**src/rv_core_params.svh**
```systemverilog
`ifndef RV_CORE_PARAMS_SVH
`define RV_CORE_PARAMS_SVH

// data path width
`define XLEN 32

// register file geometry
`define REG_ADDR_BITS 5
`define NUM_REGS 32

// word address into the external memory, 4 KB
`define MEM_ADDR_BITS 10

`endif

```
**src/rv_isa_pkg.sv**
```systemverilog
`include "rv_core_params.svh"

package rv_isa_pkg;

    typedef logic [`XLEN-1:0]          word_t;
    typedef logic [`REG_ADDR_BITS-1:0] reg_addr_t;
    typedef logic [`XLEN-1:0]          pc_t;
    typedef logic [`MEM_ADDR_BITS-1:0] mem_addr_t;

    // major opcodes of the supported subset
    typedef enum logic [6:0] {
        OPC_OP     = 7'b0110011,
        OPC_OP_IMM = 7'b0010011,
        OPC_LUI    = 7'b0110111,
        OPC_JAL    = 7'b1101111,
        OPC_BRANCH = 7'b1100011,
        OPC_STORE  = 7'b0100011,
        OPC_SYSTEM = 7'b1110011
    } opcode_e;

    typedef enum logic [2:0] {
        ALU_ADD,
        ALU_SUB,
        ALU_AND,
        ALU_OR,
        ALU_XOR
    } alu_op_e;

endpackage

```
**src/rv_core_pkg.sv**
```systemverilog
package rv_core_pkg;

    import rv_isa_pkg::*;

    // one instruction every four cycles
    typedef enum logic [2:0] {
        ST_IDLE,
        ST_FETCH,
        ST_CAPTURE,
        ST_DECODE,
        ST_EXECUTE,
        ST_HALT
    } ctrl_state_e;

    // decoded controls, registered at the end of DECODE
    typedef struct packed {
        alu_op_e   alu_op;
        logic      use_imm;
        logic      write_rd;
        reg_addr_t rd;
        logic      is_lui;
        logic      is_jal;
        logic      is_branch;
        logic      branch_ne;
        logic      is_store;
        logic      halt;
        word_t     imm;
    } decode_ctl_t;

    typedef struct packed {
        logic      we;
        reg_addr_t addr;
        word_t     data;
    } reg_write_t;

    typedef struct packed {
        logic taken;
        pc_t  target;
    } redirect_t;

    typedef struct packed {
        logic  valid;
        pc_t   addr;
        word_t data;
    } store_req_t;

endpackage

```
**src/rv_controller.sv**
```systemverilog
`timescale 1ns/1ps

module rv_controller
    import rv_core_pkg::*;
(
    input  logic        clk_i,
    input  logic        rst_n_i,
    input  logic        start_i,
    input  logic        halt_i,
    output ctrl_state_e state_o,
    output logic        paused_o
);

    ctrl_state_e state_q;
    ctrl_state_e state_d;

    // --------------------
    // phase sequencing
    always_comb begin
        state_d = state_q;
        case (state_q)
            ST_IDLE, ST_HALT: begin
                if (start_i) begin
                    state_d = ST_FETCH;
                end
            end
            ST_FETCH:   state_d = ST_CAPTURE;
            ST_CAPTURE: state_d = ST_DECODE;
            // unsupported or SYSTEM opcode stops before execute
            ST_DECODE:  state_d = halt_i ? ST_HALT : ST_EXECUTE;
            ST_EXECUTE: state_d = ST_FETCH;
            default:    state_d = ST_IDLE;
        endcase
    end

    always_ff @(posedge clk_i) begin
        if (!rst_n_i) begin
            state_q <= ST_IDLE;
        end else begin
            state_q <= state_d;
        end
    end

    assign state_o = state_q;

    // debugger may own the register file only here
    assign paused_o = (state_q == ST_IDLE) || (state_q == ST_HALT);

    // --------------------
    // checks
    a_state_legal: assert property (
        @(posedge clk_i) disable iff (!rst_n_i)
        state_q inside {ST_IDLE, ST_FETCH, ST_CAPTURE, ST_DECODE, ST_EXECUTE, ST_HALT}
    ) else $error("controller state out of range: %0d", state_q);

endmodule

```
**src/rv_bus_unit.sv**
```systemverilog
`timescale 1ns/1ps

`include "rv_core_params.svh"

module rv_bus_unit
    import rv_isa_pkg::*;
    import rv_core_pkg::*;
(
    input  logic               clk_i,
    input  logic               rst_n_i,
    input  ctrl_state_e        state_i,
    input  logic               start_i,
    input  pc_t                start_address_i,
    input  redirect_t          redirect_i,
    input  store_req_t         store_i,
    input  word_t              mem_read_data_i,
    output word_t              ir_o,
    output pc_t                pc_o,
    output mem_addr_t          mem_addr_o,
    output logic [`XLEN/8-1:0] mem_write_en_o,
    output word_t              mem_write_data_o
);

    pc_t   pc_q;
    word_t ir_q;
    logic  stopped;

    assign stopped = (state_i == ST_IDLE) || (state_i == ST_HALT);

    // pc moves only at the end of execute
    always_ff @(posedge clk_i) begin
        if (!rst_n_i) begin
            pc_q <= '0;
        end else if (start_i && stopped) begin
            pc_q <= start_address_i;
        end else if (state_i == ST_EXECUTE) begin
            pc_q <= redirect_i.taken ? redirect_i.target : pc_q + pc_t'(4);
        end
    end

    // read data is for the address of the previous cycle
    always_ff @(posedge clk_i) begin
        if (state_i == ST_CAPTURE) begin
            ir_q <= mem_read_data_i;
        end
    end

    // store takes the port over for its one cycle
    assign mem_addr_o = store_i.valid ? store_i.addr[`MEM_ADDR_BITS+1:2]
                                      : pc_q[`MEM_ADDR_BITS+1:2];
    assign mem_write_en_o   = {(`XLEN/8){store_i.valid}};
    assign mem_write_data_o = store_i.data;

    assign ir_o = ir_q;
    assign pc_o = pc_q;

    a_store_in_execute: assert property (
        @(posedge clk_i) disable iff (!rst_n_i)
        (mem_write_en_o != '0) |-> (state_i == ST_EXECUTE)
    ) else $error("memory write outside EXECUTE");

endmodule

```
**src/rv_decode.sv**
```systemverilog
`timescale 1ns/1ps

module rv_decode
    import rv_isa_pkg::*;
    import rv_core_pkg::*;
(
    input  logic        clk_i,
    input  logic        rst_n_i,
    input  ctrl_state_e state_i,
    input  word_t       ir_i,
    output reg_addr_t   rs1_addr_o,
    output reg_addr_t   rs2_addr_o,
    output logic        halt_o,
    output decode_ctl_t ctl_o
);

    word_t       imm_i;
    word_t       imm_s;
    word_t       imm_b;
    word_t       imm_u;
    word_t       imm_j;
    logic [2:0]  funct3;
    logic [6:0]  funct7;
    logic        supported;
    decode_ctl_t ctl_d;
    decode_ctl_t ctl_q;

    // only add, xor, or and and of the funct3 space
    function automatic logic alu_funct3_ok(input logic [2:0] f3);
        return f3 inside {3'b000, 3'b100, 3'b110, 3'b111};
    endfunction

    function automatic alu_op_e alu_from_funct3(input logic [2:0] f3);
        case (f3)
            3'b100:  return ALU_XOR;
            3'b110:  return ALU_OR;
            3'b111:  return ALU_AND;
            default: return ALU_ADD;
        endcase
    endfunction

    assign funct3     = ir_i[14:12];
    assign funct7     = ir_i[31:25];
    assign rs1_addr_o = ir_i[19:15];
    assign rs2_addr_o = ir_i[24:20];

    // --------------------
    // immediate formats
    assign imm_i = {{20{ir_i[31]}}, ir_i[31:20]};
    assign imm_s = {{20{ir_i[31]}}, ir_i[31:25], ir_i[11:7]};
    assign imm_b = {{19{ir_i[31]}}, ir_i[31], ir_i[7], ir_i[30:25], ir_i[11:8], 1'b0};
    assign imm_u = {ir_i[31:12], 12'b0};
    assign imm_j = {{11{ir_i[31]}}, ir_i[31], ir_i[19:12], ir_i[20], ir_i[30:21], 1'b0};

    always_comb begin
        ctl_d        = '0;
        ctl_d.alu_op = alu_from_funct3(funct3);
        ctl_d.rd     = ir_i[11:7];
        supported    = 1'b1;
        case (opcode_e'(ir_i[6:0]))
            OPC_OP_IMM: begin
                supported      = alu_funct3_ok(funct3);
                ctl_d.use_imm  = 1'b1;
                ctl_d.write_rd = 1'b1;
                ctl_d.imm      = imm_i;
            end
            OPC_OP: begin
                // sub is the one alternate funct7 kept
                if (funct7 == 7'b0100000 && funct3 == 3'b000) begin
                    ctl_d.alu_op = ALU_SUB;
                end else begin
                    supported = (funct7 == 7'b0000000) && alu_funct3_ok(funct3);
                end
                ctl_d.write_rd = 1'b1;
            end
            OPC_LUI: begin
                ctl_d.write_rd = 1'b1;
                ctl_d.is_lui   = 1'b1;
                ctl_d.imm      = imm_u;
            end
            OPC_JAL: begin
                ctl_d.write_rd = 1'b1;
                ctl_d.is_jal   = 1'b1;
                ctl_d.imm      = imm_j;
            end
            OPC_BRANCH: begin
                // beq and bne only
                supported       = (funct3[2:1] == 2'b00);
                ctl_d.is_branch = 1'b1;
                ctl_d.branch_ne = funct3[0];
                ctl_d.imm       = imm_b;
            end
            OPC_STORE: begin
                supported      = (funct3 == 3'b010);
                ctl_d.is_store = 1'b1;
                ctl_d.use_imm  = 1'b1;
                ctl_d.alu_op   = ALU_ADD;
                ctl_d.imm      = imm_s;
            end
            OPC_SYSTEM: supported = 1'b0;
            default:    supported = 1'b0;
        endcase
        ctl_d.halt = !supported;
    end

    assign halt_o = ctl_d.halt;

    always_ff @(posedge clk_i) begin
        if (!rst_n_i) begin
            ctl_q <= '0;
        end else if (state_i == ST_DECODE) begin
            ctl_q <= ctl_d;
        end
    end

    assign ctl_o = ctl_q;

endmodule

```
**src/rv_reg_file.sv**
```systemverilog
`timescale 1ns/1ps

`include "rv_core_params.svh"

module rv_reg_file
    import rv_isa_pkg::*;
    import rv_core_pkg::*;
(
    input  logic       clk_i,
    input  logic       rst_n_i,
    input  logic       paused_i,
    input  reg_addr_t  rs1_addr_i,
    input  reg_addr_t  rs2_addr_i,
    input  reg_write_t wb_i,
    input  reg_addr_t  ocd_reg_read_addr_i,
    input  logic       ocd_reg_we_i,
    input  reg_addr_t  ocd_reg_write_addr_i,
    input  word_t      ocd_reg_write_data_i,
    output word_t      rs1_data_o,
    output word_t      rs2_data_o,
    output word_t      ocd_reg_data_o
);

    word_t     regs [`NUM_REGS];
    reg_addr_t rd2_addr;
    reg_addr_t wr_addr;
    word_t     wr_data;
    logic      wr_en;
    word_t     rs1_q;
    word_t     rs2_q;

    // debugger owns port 2 and the write port while paused
    assign rd2_addr = paused_i ? ocd_reg_read_addr_i  : rs2_addr_i;
    assign wr_en    = paused_i ? ocd_reg_we_i         : wb_i.we;
    assign wr_addr  = paused_i ? ocd_reg_write_addr_i : wb_i.addr;
    assign wr_data  = paused_i ? ocd_reg_write_data_i : wb_i.data;

    // x0 cleared by reset and never stored
    always_ff @(posedge clk_i) begin
        if (!rst_n_i) begin
            regs[0] <= '0;
        end else if (wr_en && wr_addr != '0) begin
            regs[wr_addr] <= wr_data;
        end
    end

    // one cycle read latency on both ports
    always_ff @(posedge clk_i) begin
        if (!rst_n_i) begin
            rs1_q <= '0;
            rs2_q <= '0;
        end else begin
            rs1_q <= regs[rs1_addr_i];
            rs2_q <= regs[rd2_addr];
        end
    end

    assign rs1_data_o     = rs1_q;
    assign rs2_data_o     = rs2_q;
    assign ocd_reg_data_o = rs2_q;

    a_x0_stays_zero: assert property (
        @(posedge clk_i) disable iff (!rst_n_i)
        regs[0] == '0
    ) else $error("write to x0 took effect");

endmodule

```
**src/rv_execute.sv**
```systemverilog
`timescale 1ns/1ps

module rv_execute
    import rv_isa_pkg::*;
    import rv_core_pkg::*;
(
    input  ctrl_state_e state_i,
    input  pc_t         pc_i,
    input  decode_ctl_t ctl_i,
    input  word_t       rs1_i,
    input  word_t       rs2_i,
    output reg_write_t  wb_o,
    output redirect_t   redirect_o,
    output store_req_t  store_o
);

    logic  active;
    word_t operand_b;
    word_t alu_res;
    word_t wb_data;
    logic  branch_taken;

    assign active    = (state_i == ST_EXECUTE) && !ctl_i.halt;
    assign operand_b = ctl_i.use_imm ? ctl_i.imm : rs2_i;

    // --------------------
    // alu
    always_comb begin
        case (ctl_i.alu_op)
            ALU_SUB: alu_res = rs1_i - operand_b;
            ALU_AND: alu_res = rs1_i & operand_b;
            ALU_OR:  alu_res = rs1_i | operand_b;
            ALU_XOR: alu_res = rs1_i ^ operand_b;
            default: alu_res = rs1_i + operand_b;
        endcase
    end

    // result select for writeback
    always_comb begin
        if (ctl_i.is_lui) begin
            wb_data = ctl_i.imm;
        end else if (ctl_i.is_jal) begin
            wb_data = pc_i + pc_t'(4);
        end else begin
            wb_data = alu_res;
        end
    end

    // bne inverts the equality test
    assign branch_taken = ctl_i.is_branch && ((rs1_i == rs2_i) ^ ctl_i.branch_ne);

    assign wb_o = '{
        we:   active && ctl_i.write_rd,
        addr: ctl_i.rd,
        data: wb_data
    };

    // jal and branch both target pc plus immediate
    assign redirect_o = '{
        taken:  active && (ctl_i.is_jal || branch_taken),
        target: pc_i + ctl_i.imm
    };

    // store address comes out of the adder
    assign store_o = '{
        valid: active && ctl_i.is_store,
        addr:  alu_res,
        data:  rs2_i
    };

endmodule

```
**src/rv_core.sv**
```systemverilog
`timescale 1ns/1ps

`include "rv_core_params.svh"

module rv_core
    import rv_isa_pkg::*;
    import rv_core_pkg::*;
(
    input  logic               clk_i,
    input  logic               rst_n_i,
    input  logic               start_i,
    input  pc_t                start_address_i,
    input  reg_addr_t          ocd_reg_read_addr_i,
    input  logic               ocd_reg_we_i,
    input  reg_addr_t          ocd_reg_write_addr_i,
    input  word_t              ocd_reg_write_data_i,
    output word_t              ocd_reg_data_o,
    output mem_addr_t          mem_addr_o,
    output logic [`XLEN/8-1:0] mem_write_en_o,
    output word_t              mem_write_data_o,
    input  word_t              mem_read_data_i,
    output pc_t                peek_pc_o,
    output word_t              peek_ir_o,
    output logic               processor_paused_o
);

    ctrl_state_e state;
    logic        paused;
    logic        halt;
    word_t       ir;
    pc_t         pc;
    reg_addr_t   rs1_addr;
    reg_addr_t   rs2_addr;
    word_t       rs1_data;
    word_t       rs2_data;
    decode_ctl_t ctl;
    reg_write_t  wb;
    redirect_t   redirect;
    store_req_t  store;

    // --------------------
    // control
    rv_controller u_controller (
        .clk_i    (clk_i),
        .rst_n_i  (rst_n_i),
        .start_i  (start_i),
        .halt_i   (halt),
        .state_o  (state),
        .paused_o (paused)
    );

    // --------------------
    // datapath
    rv_bus_unit u_bus_unit (
        .clk_i            (clk_i),
        .rst_n_i          (rst_n_i),
        .state_i          (state),
        .start_i          (start_i),
        .start_address_i  (start_address_i),
        .redirect_i       (redirect),
        .store_i          (store),
        .mem_read_data_i  (mem_read_data_i),
        .ir_o             (ir),
        .pc_o             (pc),
        .mem_addr_o       (mem_addr_o),
        .mem_write_en_o   (mem_write_en_o),
        .mem_write_data_o (mem_write_data_o)
    );

    rv_decode u_decode (
        .clk_i      (clk_i),
        .rst_n_i    (rst_n_i),
        .state_i    (state),
        .ir_i       (ir),
        .rs1_addr_o (rs1_addr),
        .rs2_addr_o (rs2_addr),
        .halt_o     (halt),
        .ctl_o      (ctl)
    );

    rv_reg_file u_reg_file (
        .clk_i                (clk_i),
        .rst_n_i              (rst_n_i),
        .paused_i             (paused),
        .rs1_addr_i           (rs1_addr),
        .rs2_addr_i           (rs2_addr),
        .wb_i                 (wb),
        .ocd_reg_read_addr_i  (ocd_reg_read_addr_i),
        .ocd_reg_we_i         (ocd_reg_we_i),
        .ocd_reg_write_addr_i (ocd_reg_write_addr_i),
        .ocd_reg_write_data_i (ocd_reg_write_data_i),
        .rs1_data_o           (rs1_data),
        .rs2_data_o           (rs2_data),
        .ocd_reg_data_o       (ocd_reg_data_o)
    );

    rv_execute u_execute (
        .state_i    (state),
        .pc_i       (pc),
        .ctl_i      (ctl),
        .rs1_i      (rs1_data),
        .rs2_i      (rs2_data),
        .wb_o       (wb),
        .redirect_o (redirect),
        .store_o    (store)
    );

    // debug visibility
    assign peek_pc_o          = pc;
    assign peek_ir_o          = ir;
    assign processor_paused_o = paused;

endmodule

```
**config.mk**
```make
export PLATFORM = sky130hd
export DESIGN_NAME = rv_core
export DESIGN_NICKNAME = d
export VERILOG_FILES = /design/src/rv_isa_pkg.sv /design/src/rv_core_pkg.sv /design/src/rv_controller.sv /design/src/rv_bus_unit.sv /design/src/rv_decode.sv /design/src/rv_reg_file.sv /design/src/rv_execute.sv /design/src/rv_core.sv
export VERILOG_INCLUDE_DIRS = /design/src /design/src/src
export SDC_FILE = /design/constraint.sdc
export NUM_CORES = 2
export LEC_CHECK = 0
export BUFFER_PORTS_ARGS = -buffer_cell sky130_fd_sc_hd__buf_2
export CORE_ASPECT_RATIO = 0.5
export CORE_UTILIZATION = 60
export DETAILED_ROUTE_END_ITERATION = 6
export HOLD_SLACK_MARGIN = 0.15
export PLACE_DENSITY_LB_ADDON = 0.25
export SYNTH_ARGS = -nofsm -noshare
export SYNTH_HDL_FRONTEND = slang
export SYNTH_SLANG_ARGS = --single-unit
```
**constraint.sdc**
```tcl
create_clock -name clk_i -period 19.4 [get_ports clk_i]
set_clock_uncertainty 0.1 [all_clocks]
set_input_delay 0.97 -clock clk_i [delete_from_list [all_inputs] [get_ports clk_i]]
set_output_delay 0.97 -clock clk_i [all_outputs]
set_load 0.02 [all_outputs]
```
==> results.json <==
{
  "status": "finished, violations left",
  "violations": "design-rule violations",
  "wirelength_mm": 207,
  "vdd_drop_max_v": 0.0000716,
  "grt_max_degree": 152,
  "rsz0062_at_grt": "no",
  "path_class": "reg -> reg",
  "cts-buffers-inserted": 103,
  "synth-seq-area-share": 0.560,
  "fin_crit_ns": 6.47,
  "place_congestion": 0.984,
  "dr.pass1.iters": 7,
  "ctsResizeCount": 0,
  "yosys_warnings": 0,
  "cts_tree": "built",
  "gr-usage-all-layers": 0.395,
  "area_growth_pct": 10.5,
  "crit_path_end_kind": "flop",
  "routed.top_layer": "met5",
  "hold_class": "in -> reg",
  "p_total_mw": 7.14,
  "drt-initial-drc-count": 6987,
  "std_cell_rows": 82,
  "maxSlewHeadroom": 0.0623,
  "fmax_mhz": 155,
  "slowest_delay_ns": 0.78,
  "critPathLaunchType": "flop",
  "cpMostUsedCell": "buf_4",
  "slew_violations": 0,
  "crit_path_top_delay_cell": "buf_4",
  "ys_seq_elements": 1203,
  "clockBufferDepth": 3,
  "synth-main-ff-cell": "edfxtp_1",
  "drive_gt1_frac": 0.276,
  "nets": 4545,
  "stdcell_area_mm2": 0.0684,
  "drc_errors": 3,
  "cts_sinks": 1203,
  "crit_chain": "xnor2_2 > nand2b_2 > inv_4 > mux2i_4 > buf_12 > buf_4 > buf_4 > mux4_2 > nand2_1 > and3_1 > a311oi_1 > a31oi_1 > nor2_1",
  "syn_area_per_cell_um2": 14.9,
  "hpwlAfterDp_mm": 120,
  "post-route-period-util": 0.333,
  "port-buffer-count": 252,
  "p_leak_nw": 23.5,
  "yosysUniqueCellTypes": 84,
  "initial_core_util": 0.612,
  "route.met3.wl_mm": 34.4,
  "grt_pass1_wl_mm": 295,
  "die_y_um": 229,
  "met1Wirelength_mm": 70.9,
  "cts_max_level": 3,
  "finalSetupViolCount": 0,
  "ios": 253,
  "core-area_mm2": 0.101,
  "required_ns": 19.82,
  "synth_edf_count": 1056,
  "die_area_mm2": 0.104,
  "place_area_mm2": 0.0646,
  "num_vias": 43400,
  "synthCells": 4154,
  "power_density_mw_per_mm2": 104,
  "dieWidth_um": 456,
  "place_ws_ns": 13.11,
  "clkSlewWorstSetupHoldPaths_ns": 0.07,
  "tightest_slew_ns": 1.40,
  "netlist_area_mm2": 0.0619,
  "critPathMaxFanout": 101,
  "fin_setup_tns_ns": 0,
  "root_buffer": "clkbuf_16",
  "postCtsSetupBuffers": 0,
  "ys_async_sr_fraction": 0,
  "mostFrequentLayoutCells": "1056 x edfxtp_1, 576 x mux4_2, 395 x nand2_1, 252 x buf_2, 211 x nor2_1",
  "hold_buffers": 0,
  "filler_cell_count": 6663,
  "final_common_cell": "edfxtp_1",
  "avgRoutedWirePerCell_um": 36.0,
  "ant_nets": 0,
  "dr_wl_met2_mm": 91.6,
  "hold_viol": 0,
  "clkLatencyLatePin_ns": 0.76,
  "arrival_ns": 6.88,
  "antenna_found_initial": 8,
  "first_global_vias": 42100,
  "drt-vias-per-instance": 7.55,
  "critPathTopFamily": "buffers and inverters",
  "syn_nets": 4394,
  "grt_overflow": 0,
  "path_buf_inv": 4,
  "maxCapViolations": 0,
  "fin_ws_ns": 12.93
}
==> logic make-up (layout without fill, tap and decap cells) <==
family,Yosys count,count (layout),synth area share
DFF,1203,1203,0.560
and+or+nand+nor,974,974,0.0707
muxes,666,666,0.225
AOI/OAI and AO/OA,629,629,0.0664
buffers and inverters,406,648,0.0308
xor gates and xnor gates,146,146,0.0208
adders and majority gates,130,130,0.0265
other,0,5,0
==> cell type report <==
cell class	count	area [um^2]	share of cell area
Antenna cell	5	12.5	0.000183
Clock buffer	130	2790	0.0409
Clock inverter	66	882	0.0129
Inverter	87	334	0.00489
Multi-Input combinational cell	2545	25800	0.378
Sequential cell	1203	34700	0.507
Tap cell	1344	1680	0.0246
Timing Repair Buffer	365	2190	0.0321
==> synthesized netlist by cell type (78+ instances only) <==
| master | number | area, um^2 |
|---|---|---|
| edfxtp_1 | 1056 | 31700 |
| mux4_2 | 576 | 13000 |
| nand2_1 | 398 | 1490 |
| nor2_1 | 245 | 920 |
| a21oi_1 | 188 | 941 |
| clkbuf_1 | 164 | 616 |
| dfxtp_1 | 147 | 2940 |
| ha_1 | 128 | 1600 |
| xnor2_1 | 119 | 1040 |
| nand3_1 | 110 | 551 |
| inv_1 | 85 | 319 |
| o21ai_0 | 84 | 420 |
| mux2i_1 | 78 | 781 |
==> where the power goes <==
group | internal [mW] | total [mW] | switching (mW)
Clock | 1.26 | 2.28 | 1.02
Sequential | 2.93 | 3.06 | 0.130
Combinational | 0.692 | 1.80 | 1.11
==> worst paths after layout <==
| kind | cells after the start | startpoint | slack [ns] | end |
|---|---|---|---|---|
| setup / recovery | 13 | u_controller.state_o[0] | 12.93 | u_reg_file.ocd_reg_data_o[1] |
| hold / removal | 1 | mem_read_data_i[16] | 0.30 | u_bus_unit.ir_o[16] |
| setup reg to reg | 13 | u_controller.state_o[0] | 12.93 | u_reg_file.ocd_reg_data_o[1] |
| hold reg to reg | 2 | u_decode.ctl_o[32] | 0.36 | u_decode.ctl_o[32] |
==> state kept, by name (all words and copies together), names as in the netlist <==
name and count:
u_bus_unit.ir_o 32, u_bus_unit.pc_o 32, u_controller.state_o 3, u_decode.ctl_o 48, u_reg_file.ocd_reg_data_o 32, u_reg_file.regs 1024
u_reg_file.rs1_data_o 32
==> metrics by stage <==
step / cells / hold slack [ns] / util
final: 5745 / 0.303 / 0.676
after global placement: 5543 / 0.346 / 0.639
after CTS: 5739 / 0.264 / 0.675
after detailed placement: 5543 / 0.354 / 0.639
after global routing: 5741 / 0.284 / 0.676
after floorplan: 4154 / 0.337 / -
==> layer usage <==
layer,vias to the layer above,track usage
met5,-,0
met4,6,0.166
met3,646,0.151
met2,4035,0.586
met1,21800,0.527
li1,16900,-
Note: power is estimated with default switching activity, not from simulation.
